$ cat src/hdl/ifu_params.svh
// IFU parameters for widths, I-cache geometry, fetch buffer depth and reset vector
`ifndef IFU_PARAMS_SVH
`define IFU_PARAMS_SVH

// Datapath widths
`define IFU_AW          32
`define IFU_INSN_DW     32
`define IFU_INSN_LEN    4              // Bytes per instruction

// I-cache geometry, 16-byte lines x 8 sets
`define IFU_IC_P_LINE   4
`define IFU_IC_P_SETS   3

// Fetch buffer, depth doubles as initial credit count
`define IFU_FBUF_DEPTH  4
`define IFU_CREDIT_W    3

`define IFU_RESET_PC    32'h8000_0000

`endif

$ cat src/hdl/ifu_pkg.sv
// IFU package with the structs exchanged between fetch stages and the memory port
`include "ifu_params.svh"
`default_nettype none

package ifu_pkg;

   // One fetched instruction, PC gen to fetch buffer
   typedef struct packed {
      logic [`IFU_AW-1:0]      pc;
      logic [`IFU_INSN_DW-1:0] insn;
   } fetch_entry_t;

   // Decode-side view, 65 bits
   typedef struct packed {
      logic [`IFU_AW-1:0]      pc;
      logic [`IFU_INSN_DW-1:0] insn;
      logic                    is_ctrl;    // Branch, jal or jalr
   } dec_entry_t;

   // Burst read request
   typedef struct packed {
      logic [`IFU_AW-1:0] addr;            // Line aligned
      logic [7:0]         len;             // Beats minus one
   } mem_ar_t;

   // One read data beat
   typedef struct packed {
      logic [`IFU_INSN_DW-1:0] data;
      logic                    last;       // Final beat of burst
   } mem_r_t;

endpackage

`default_nettype wire

$ cat src/hdl/ifu_pc_gen.sv
// IFU PC generator that steps the fetch address and pushes hits under fetch credits
`include "ifu_params.svh"
`default_nettype none

module ifu_pc_gen (
   input  logic                    clk,
   input  logic                    rst_n_i,
   input  logic                    hit_i,        // Lookup result for pc_o
   input  logic [`IFU_INSN_DW-1:0] insn_i,
   input  logic                    credit_i,     // One buffer slot freed
   output logic [`IFU_AW-1:0]      pc_o,
   output logic                    pc_valid_o,
   output logic                    push_o,
   output ifu_pkg::fetch_entry_t   entry_o
);

   logic [`IFU_AW-1:0]       pc_q;
   logic                     pc_valid_q;
   logic [`IFU_CREDIT_W-1:0] credit_cnt_q;     // Free slots in fetch buffer

   // Push only on a hit with a credit in hand
   assign push_o     = pc_valid_q & hit_i & (credit_cnt_q != '0);
   assign entry_o    = '{pc: pc_q, insn: insn_i};
   assign pc_o       = pc_q;
   assign pc_valid_o = pc_valid_q;

   // Fetch address, stalls on miss or no credit
   always_ff @(posedge clk or negedge rst_n_i) begin
      if (!rst_n_i) begin
         pc_q       <= `IFU_RESET_PC;
         pc_valid_q <= 1'b0;
      end else begin
         pc_valid_q <= 1'b1;                   // Valid from first cycle out of reset
         if (push_o) begin
            pc_q <= pc_q + `IFU_AW'(`IFU_INSN_LEN);
         end
      end
   end

   // Credit counter
   always_ff @(posedge clk or negedge rst_n_i) begin
      if (!rst_n_i) begin
         credit_cnt_q <= `IFU_CREDIT_W'(`IFU_FBUF_DEPTH);
      end else begin
         case ({push_o, credit_i})
            2'b10:   credit_cnt_q <= credit_cnt_q - `IFU_CREDIT_W'(1);  // Spend
            2'b01:   credit_cnt_q <= credit_cnt_q + `IFU_CREDIT_W'(1);  // Return
            default: credit_cnt_q <= credit_cnt_q;                    // Both or none
         endcase
      end
   end

endmodule

`default_nettype wire

$ cat src/hdl/ifu_icache.sv
// IFU instruction cache, direct mapped, refilling whole lines over the burst read port
`include "ifu_params.svh"
`default_nettype none

module ifu_icache (
   input  logic                    clk,
   input  logic                    rst_n_i,
   input  logic [`IFU_AW-1:0]      pc_i,
   input  logic                    pc_valid_i,
   output logic                    hit_o,
   output logic [`IFU_INSN_DW-1:0] insn_o,
   // Burst read port
   output logic                    mem_ar_valid_o,
   input  logic                    mem_ar_ready_i,
   output ifu_pkg::mem_ar_t        mem_ar_o,
   input  logic                    mem_r_valid_i,
   input  ifu_pkg::mem_r_t         mem_r_i,
   output logic                    mem_r_ready_o
);

   localparam int unsigned P_INSN = $clog2(`IFU_INSN_LEN);
   localparam int unsigned WORD_W = `IFU_IC_P_LINE - P_INSN;    // Word select bits
   localparam int unsigned WORDS  = 1 << WORD_W;
   localparam int unsigned SETS   = 1 << `IFU_IC_P_SETS;
   localparam int unsigned TAG_W  = `IFU_AW - `IFU_IC_P_LINE - `IFU_IC_P_SETS;

   // Idle, request, refill, commit line
   typedef enum logic [1:0] {
      S_IDLE,
      S_REQ,
      S_REFILL,
      S_FILL
   } state_t;

   state_t                  state_q;
   logic [SETS-1:0]         valid_q;
   logic [TAG_W-1:0]        tag_q [SETS];
   logic [`IFU_INSN_DW-1:0] data_q [SETS][WORDS];
   logic [`IFU_AW-1:0]      fill_addr_q;                   // Line under refill
   logic [WORD_W-1:0]       beat_q;

   logic [`IFU_IC_P_SETS-1:0] idx;
   logic [TAG_W-1:0]          tag;
   logic [WORD_W-1:0]         word;
   logic [`IFU_IC_P_SETS-1:0] fill_idx;
   logic                      miss_start;
   logic                      beat_take;

   // Split the lookup address
   assign idx      = pc_i[`IFU_IC_P_LINE +: `IFU_IC_P_SETS];
   assign tag      = pc_i[`IFU_AW-1 -: TAG_W];
   assign word     = pc_i[P_INSN +: WORD_W];
   assign fill_idx = fill_addr_q[`IFU_IC_P_LINE +: `IFU_IC_P_SETS];

   assign hit_o  = pc_valid_i & valid_q[idx] & (tag_q[idx] == tag);
   assign insn_o = data_q[idx][word];

   // Miss seen only from idle, refill in flight blocks a second request
   assign miss_start = (state_q == S_IDLE) & pc_valid_i & ~hit_o;
   assign beat_take  = (state_q == S_REFILL) & mem_r_valid_i;

   assign mem_ar_valid_o = (state_q == S_REQ);
   assign mem_ar_o       = '{addr: fill_addr_q, len: 8'(WORDS - 1)};
   assign mem_r_ready_o  = (state_q == S_REFILL);

   // FSM, valid bits and beat counter
   always_ff @(posedge clk or negedge rst_n_i) begin
      if (!rst_n_i) begin
         state_q <= S_IDLE;
         valid_q <= '0;                                    // All lines invalid
         beat_q  <= '0;
      end else begin
         case (state_q)
            S_IDLE: begin
               if (miss_start) begin
                  valid_q[idx] <= 1'b0;                    // Victim dropped now
                  state_q      <= S_REQ;
               end
            end
            S_REQ: begin
               beat_q <= '0;
               if (mem_ar_ready_i) state_q <= S_REFILL;   // Request accepted
            end
            S_REFILL: begin
               if (mem_r_valid_i) begin
                  beat_q <= beat_q + WORD_W'(1);
                  if (mem_r_i.last) state_q <= S_FILL;
               end
            end
            default: begin                               // S_FILL
               valid_q[fill_idx] <= 1'b1;
               state_q           <= S_IDLE;
            end
         endcase
      end
   end

   // Tag, line data and request address
   always_ff @(posedge clk) begin
      if (miss_start) begin
         tag_q[idx]  <= tag;
         fill_addr_q <= {pc_i[`IFU_AW-1:`IFU_IC_P_LINE], `IFU_IC_P_LINE'(0)};
      end
      if (beat_take) begin
         data_q[fill_idx][beat_q] <= mem_r_i.data;        // Beats arrive in word order
      end
   end

endmodule

`default_nettype wire

$ cat src/hdl/ifu_fetch_buf.sv
// IFU fetch buffer, circular queue that hands back one credit per popped entry
`include "ifu_params.svh"
`default_nettype none

module ifu_fetch_buf (
   input  logic                  clk,
   input  logic                  rst_n_i,
   input  logic                  push_i,       // Space guaranteed by credits
   input  ifu_pkg::fetch_entry_t entry_i,
   input  logic                  pop_i,
   output ifu_pkg::fetch_entry_t entry_o,      // Head entry
   output logic                  empty_o,
   output logic                  credit_o
);
   import ifu_pkg::*;

   localparam int unsigned PTR_W = $clog2(`IFU_FBUF_DEPTH);
   localparam int unsigned CNT_W = $clog2(`IFU_FBUF_DEPTH + 1);

   fetch_entry_t     mem_q [`IFU_FBUF_DEPTH];
   logic [PTR_W-1:0] rd_ptr_q;
   logic [PTR_W-1:0] wr_ptr_q;
   logic [CNT_W-1:0] count_q;                   // Occupancy
   logic             credit_q;
   logic             do_pop;

   // Wrap at depth, not only at a power of two
   function automatic logic [PTR_W-1:0] ptr_inc(input logic [PTR_W-1:0] ptr);
      return (ptr == PTR_W'(`IFU_FBUF_DEPTH - 1)) ? '0 : ptr + PTR_W'(1);
   endfunction

   assign do_pop   = pop_i & (count_q != '0);   // Ignore pop on empty
   assign empty_o  = (count_q == '0);
   assign entry_o  = mem_q[rd_ptr_q];
   assign credit_o = credit_q;

   always_ff @(posedge clk or negedge rst_n_i) begin
      if (!rst_n_i) begin
         rd_ptr_q <= '0;
         wr_ptr_q <= '0;
         count_q  <= '0;
         credit_q <= 1'b0;
      end else begin
         credit_q <= do_pop;                    // Credit one cycle after pop
         if (push_i) wr_ptr_q <= ptr_inc(wr_ptr_q);
         if (do_pop) rd_ptr_q <= ptr_inc(rd_ptr_q);
         case ({push_i, do_pop})
            2'b10:   count_q <= count_q + CNT_W'(1);
            2'b01:   count_q <= count_q - CNT_W'(1);
            default: count_q <= count_q;
         endcase
      end
   end

   always_ff @(posedge clk) begin
      if (push_i) mem_q[wr_ptr_q] <= entry_i;
   end

endmodule

`default_nettype wire

$ cat src/hdl/ifu_predecode_port.sv
// IFU predecode port, output register that flags control transfers for decode
`include "ifu_params.svh"
`default_nettype none

module ifu_predecode_port (
   input  logic                  clk,
   input  logic                  rst_n_i,
   input  ifu_pkg::fetch_entry_t entry_i,     // Buffer head
   input  logic                  empty_i,
   output logic                  pop_o,
   output logic                  dec_valid_o,
   input  logic                  dec_ready_i,
   output ifu_pkg::dec_entry_t   dec_o
);
   import ifu_pkg::*;

   localparam logic [6:0] OP_BRANCH = 7'b1100011;
   localparam logic [6:0] OP_JAL    = 7'b1101111;
   localparam logic [6:0] OP_JALR   = 7'b1100111;

   dec_entry_t dec_q;                          // Holds until decode takes it
   logic       valid_q;
   logic [6:0] opcode;
   logic       is_ctrl;

   assign opcode  = entry_i.insn[6:0];
   assign is_ctrl = (opcode == OP_BRANCH) | (opcode == OP_JAL) | (opcode == OP_JALR);

   // Refill when register empty or draining this cycle
   assign pop_o       = (~valid_q | dec_ready_i) & ~empty_i;
   assign dec_valid_o = valid_q;
   assign dec_o       = dec_q;

   always_ff @(posedge clk or negedge rst_n_i) begin
      if (!rst_n_i) begin
         valid_q <= 1'b0;
      end else if (pop_o) begin
         valid_q <= 1'b1;
      end else if (dec_ready_i) begin
         valid_q <= 1'b0;                      // Taken, nothing behind it
      end
   end

   always_ff @(posedge clk) begin
      if (pop_o) dec_q <= '{pc: entry_i.pc, insn: entry_i.insn, is_ctrl: is_ctrl};
   end

endmodule

`default_nettype wire

$ cat src/hdl/ifu_top.sv
// IFU top, PC gen and I-cache feeding the fetch buffer and the predecode port
`include "ifu_params.svh"
`default_nettype none

module ifu_top (
   input  logic                clk,
   input  logic                rst_n_i,
   // Memory burst read port
   output logic                mem_ar_valid_o,
   input  logic                mem_ar_ready_i,
   output ifu_pkg::mem_ar_t    mem_ar_o,
   input  logic                mem_r_valid_i,
   input  ifu_pkg::mem_r_t     mem_r_i,
   output logic                mem_r_ready_o,
   // Decode port
   output logic                dec_valid_o,
   input  logic                dec_ready_i,
   output ifu_pkg::dec_entry_t dec_o
);
   import ifu_pkg::*;

   logic [`IFU_AW-1:0]      pc;
   logic                    pc_valid;
   logic                    hit;
   logic [`IFU_INSN_DW-1:0] insn;
   logic                    push;
   logic                    pop;
   logic                    credit;                   // Buffer to PC gen
   logic                    buf_empty;
   fetch_entry_t            push_entry;
   fetch_entry_t            head_entry;

   ifu_pc_gen pc_gen_inst (
      .clk        (clk),
      .rst_n_i    (rst_n_i),
      .hit_i      (hit),
      .insn_i     (insn),
      .credit_i   (credit),
      .pc_o       (pc),
      .pc_valid_o (pc_valid),
      .push_o     (push),
      .entry_o    (push_entry)
   );

   ifu_icache icache_inst (
      .clk            (clk),
      .rst_n_i        (rst_n_i),
      .pc_i           (pc),
      .pc_valid_i     (pc_valid),
      .hit_o          (hit),
      .insn_o         (insn),
      .mem_ar_valid_o (mem_ar_valid_o),
      .mem_ar_ready_i (mem_ar_ready_i),
      .mem_ar_o       (mem_ar_o),
      .mem_r_valid_i  (mem_r_valid_i),
      .mem_r_i        (mem_r_i),
      .mem_r_ready_o  (mem_r_ready_o)
   );

   ifu_fetch_buf fetch_buf_inst (
      .clk      (clk),
      .rst_n_i  (rst_n_i),
      .push_i   (push),
      .entry_i  (push_entry),
      .pop_i    (pop),
      .entry_o  (head_entry),
      .empty_o  (buf_empty),
      .credit_o (credit)
   );

   ifu_predecode_port predecode_port_inst (
      .clk         (clk),
      .rst_n_i     (rst_n_i),
      .entry_i     (head_entry),
      .empty_i     (buf_empty),
      .pop_o       (pop),
      .dec_valid_o (dec_valid_o),
      .dec_ready_i (dec_ready_i),
      .dec_o       (dec_o)
   );

endmodule

`default_nettype wire

$ cat config.mk
export PLATFORM = sky130hd
export DESIGN_NAME = ifu_top
export DESIGN_NICKNAME = d
export VERILOG_FILES = /design/src/hdl/ifu_pkg.sv /design/src/hdl/ifu_pc_gen.sv /design/src/hdl/ifu_icache.sv /design/src/hdl/ifu_fetch_buf.sv /design/src/hdl/ifu_predecode_port.sv /design/src/hdl/ifu_top.sv
export VERILOG_INCLUDE_DIRS = /design/src /design/src/hdl
export SDC_FILE = /design/constraint.sdc
export NUM_CORES = 1
export LEC_CHECK = 0
export BUFFER_PORTS_ARGS = -buffer_cell sky130_fd_sc_hd__buf_2
export CORE_ASPECT_RATIO = 1.25
export CORE_UTILIZATION = 35
export CTS_BUF_LIST = sky130_fd_sc_hd__clkbuf_8 sky130_fd_sc_hd__clkbuf_16
export CTS_CLUSTER_SIZE = 12
export DETAILED_ROUTE_END_ITERATION = 8
export PLACE_DENSITY = 0.6
export SYNTH_ARGS = -nofsm -noshare
export SYNTH_HDL_FRONTEND = slang
export SYNTH_HIERARCHICAL = 1
export SYNTH_SLANG_ARGS = --single-unit
$ cat constraint.sdc
create_clock -name clk -period 6 [get_ports clk]
set_input_delay 0 -clock clk [delete_from_list [all_inputs] [get_ports clk]]
set_output_delay 0 -clock clk [all_outputs]
set_load 0.02 [all_outputs]
==> flow_metrics.env <==
export IMPL_grt_pass1_wl_mm=241
export IMPL_die_x_um=380
export IMPL_boundaryPins=146
export IMPL_reg2reg_to="fetch_buf_inst/mem_q[3][37]"
export IMPL_rows=173
export IMPL_grt_ovfl_total=0
export IMPL_setup_viol=0
export IMPL_power_density_nw_per_um2=345
export IMPL_syn_area_um2=62500
export IMPL_io_buffers=133
export IMPL_clock_root_buffer="clkbuf_16"
export IMPL_cts_max_path_buffers=3
export IMPL_timing_hold_ws_ps=71.3
export IMPL_worstHoldPathType="in -> reg"
export IMPL_synthCells=3472
export IMPL_clkTransAtPathRegs_ps=60
export IMPL_place_congestion=0.804
export IMPL_final_period_utilization_pct=84.8
export IMPL_ir_drop_mv=0.273
export IMPL_mostFrequentLayoutCell="edfxtp_1"
export IMPL_fp_coreArea_um2=178000
export IMPL_outcome="complete, no violations"
export IMPL_cts_htree_levels=4
export IMPL_worst_slew_pin_slew_ps=1290
export IMPL_syn_to_final_growth_pct=13.9
export IMPL_dpl_cell_count=5842
export IMPL_crit_path_start_kind="flip-flop"
export IMPL_setup_slack_ps=910
export IMPL_crit_reg2reg_launch="pc_gen_inst/pc_o[5]"
export IMPL_grt_setup_unrepaired="false"
export IMPL_yosysWarnings=6
export IMPL_antenna_found_initial=9
export IMPL_p_leak_nw=21.8
export IMPL_cts_tree="built"
export IMPL_fin_nets=3737
export IMPL_cp_end_kind="flip-flop"
export IMPL_cts_inserted_buffers=161
export IMPL_synth_area_per_cell_um2=18.0
export IMPL_cp_data_arrival_time_ps=5570
export IMPL_min_to="icache_inst/state_q[0]"
export IMPL_min_from="mem_ar_ready_i"
export IMPL_rrSetupSlack_ps=910
export IMPL_slew_viol_final=0
export IMPL_dp_slack_ps=937
export IMPL_relSlewSlack_pct=13.5
export IMPL_grt_use_total_pct=18.5
export IMPL_drive_above_1_share_pct=18.3
export IMPL_grt_pass1_vias=33100
export IMPL_ff2ff_path_depth=10
export IMPL_post_route_util_pct=40.1
export IMPL_fmax_mhz=196
export IMPL_required_ps=6480
export IMPL_fin_crit_ps=5090
export IMPL_fin_skew_ps=44.3
export IMPL_hold_depth=4
export IMPL_dieArea_um2=180000
export IMPL_cts_sinks=1628
export IMPL_finalNonFillerCells=6137
export IMPL_postRouteAntennaNets=0
export IMPL_worstSetupPathType="reg -> reg"
export IMPL_totalWireLength_mm=169
export IMPL_avgViaCountPerCell=5.47
export IMPL_drt_first_pass_iters=6
export IMPL_clock_latency_ps=800
export IMPL_final_hold_viol_count=0
export IMPL_maxCapViolCount=0
export IMPL_wire_per_inst_um=27.5
export IMPL_setup_tns_ps=0
export IMPL_hpwl_mm=94.8
export IMPL_vias=33600
export IMPL_grt_max_degree=110
export IMPL_start_util_pct=35.2
export IMPL_drt_iter0_markers=4097
export IMPL_drc=0
export IMPL_die_y_um=475
export IMPL_path_max_fanout=47
export IMPL_mostFrequentLayoutCells="edfxtp_1 (1573), mux2i_1 (209), nand2_1 (180)"
==> power breakdown <==
| part | leakage, nW | internal (mW) | switching (mW) |
|---|---|---|---|
| Sequential | 14.4 | 13.0 | 0.355 |
| Clock | 2.46 | 4.90 | 4.17 |
| Combinational | 4.95 | 0.811 | 1.29 |
==> cell type report <==
cell class / instances / area (um2)
repair buffers: 302 / 2130
clock inverters: 90 / 547
diodes: 2 / 5.00
inverters: 27 / 105
well taps: 2362 / 2960
clock buffers: 165 / 4080
multi-input cells: 1561 / 12700
fillers: 15800 / 107000
flip-flops and latches: 1628 / 48600
==> metal layers <==
layer / part of all wire (%) / track usage [%]
met1: 40 / 24.6
met4: 2.8 / 5.67
met3: 9.2 / 4.15
met2: 48 / 30.1
met5: 0.035 / 0
==> worst max-delay path by stage <==
stage	startpoint	endpoint	slack [ps]	cells after the start
final	pc_gen_inst/pc_o[5]	fetch_buf_inst/mem_q[3][37]	910	10
after global placement	pc_gen_inst/pc_o[5]	fetch_buf_inst/mem_q[3][22]	970	10
after detailed placement	pc_gen_inst/pc_o[5]	fetch_buf_inst/mem_q[3][9]	940	10
after CTS	pc_gen_inst/pc_o[5]	fetch_buf_inst/mem_q[3][27]	880	10
after global routing	pc_gen_inst/pc_o[5]	fetch_buf_inst/mem_q[3][27]	690	10
after floorplan	predecode_port_inst/dec_valid_o	fetch_buf_inst/count_q[2]	650	9
==> sequential cells by signal, summed over array words and instances, names as in the netlist <==
signal                           cells
fetch_buf_inst/count_q               3
fetch_buf_inst/credit_o              1
fetch_buf_inst/mem_q               256
fetch_buf_inst/rd_ptr_q              2
fetch_buf_inst/wr_ptr_q              2
icache_inst/beat_q                   2
icache_inst/data_q                1024
icache_inst/fill_addr_q             28
icache_inst/state_q                  2
icache_inst/tag_q                  200
icache_inst/valid_q                  8
pc_gen_inst/credit_cnt_q             3
pc_gen_inst/pc_o                    30
pc_gen_inst/pc_valid_o               1
predecode_port_inst/dec_o           65
predecode_port_inst/dec_valid_o      1
==> critical path, stage by stage (launching register included) <==
cell      delay [ps]
dfrtp_4          960
mux4_1           630
mux2i_1          190
xor2_1           170
o21ai_0          160
or4_1            680
nor3_1           580
o311ai_4         300
inv_4            220
and2_4           470
buf_4            340
==> metrics by stage <==
stage	cell area, um2	total power [mW]
after detailed placement	66200	15.7
final	71200	24.6
after global placement	66200	15.7
after global routing	71200	25.3
after CTS	71200	24.8
after floorplan	62600	14.9
==> timing repair <==
action,4_1_cts,5_1_grt
hold endpoints to repair,1083,0
gates resized for setup,0,0
hold buffers,38,0
setup buffers,0,0
(Power assumes the default switching activity.)
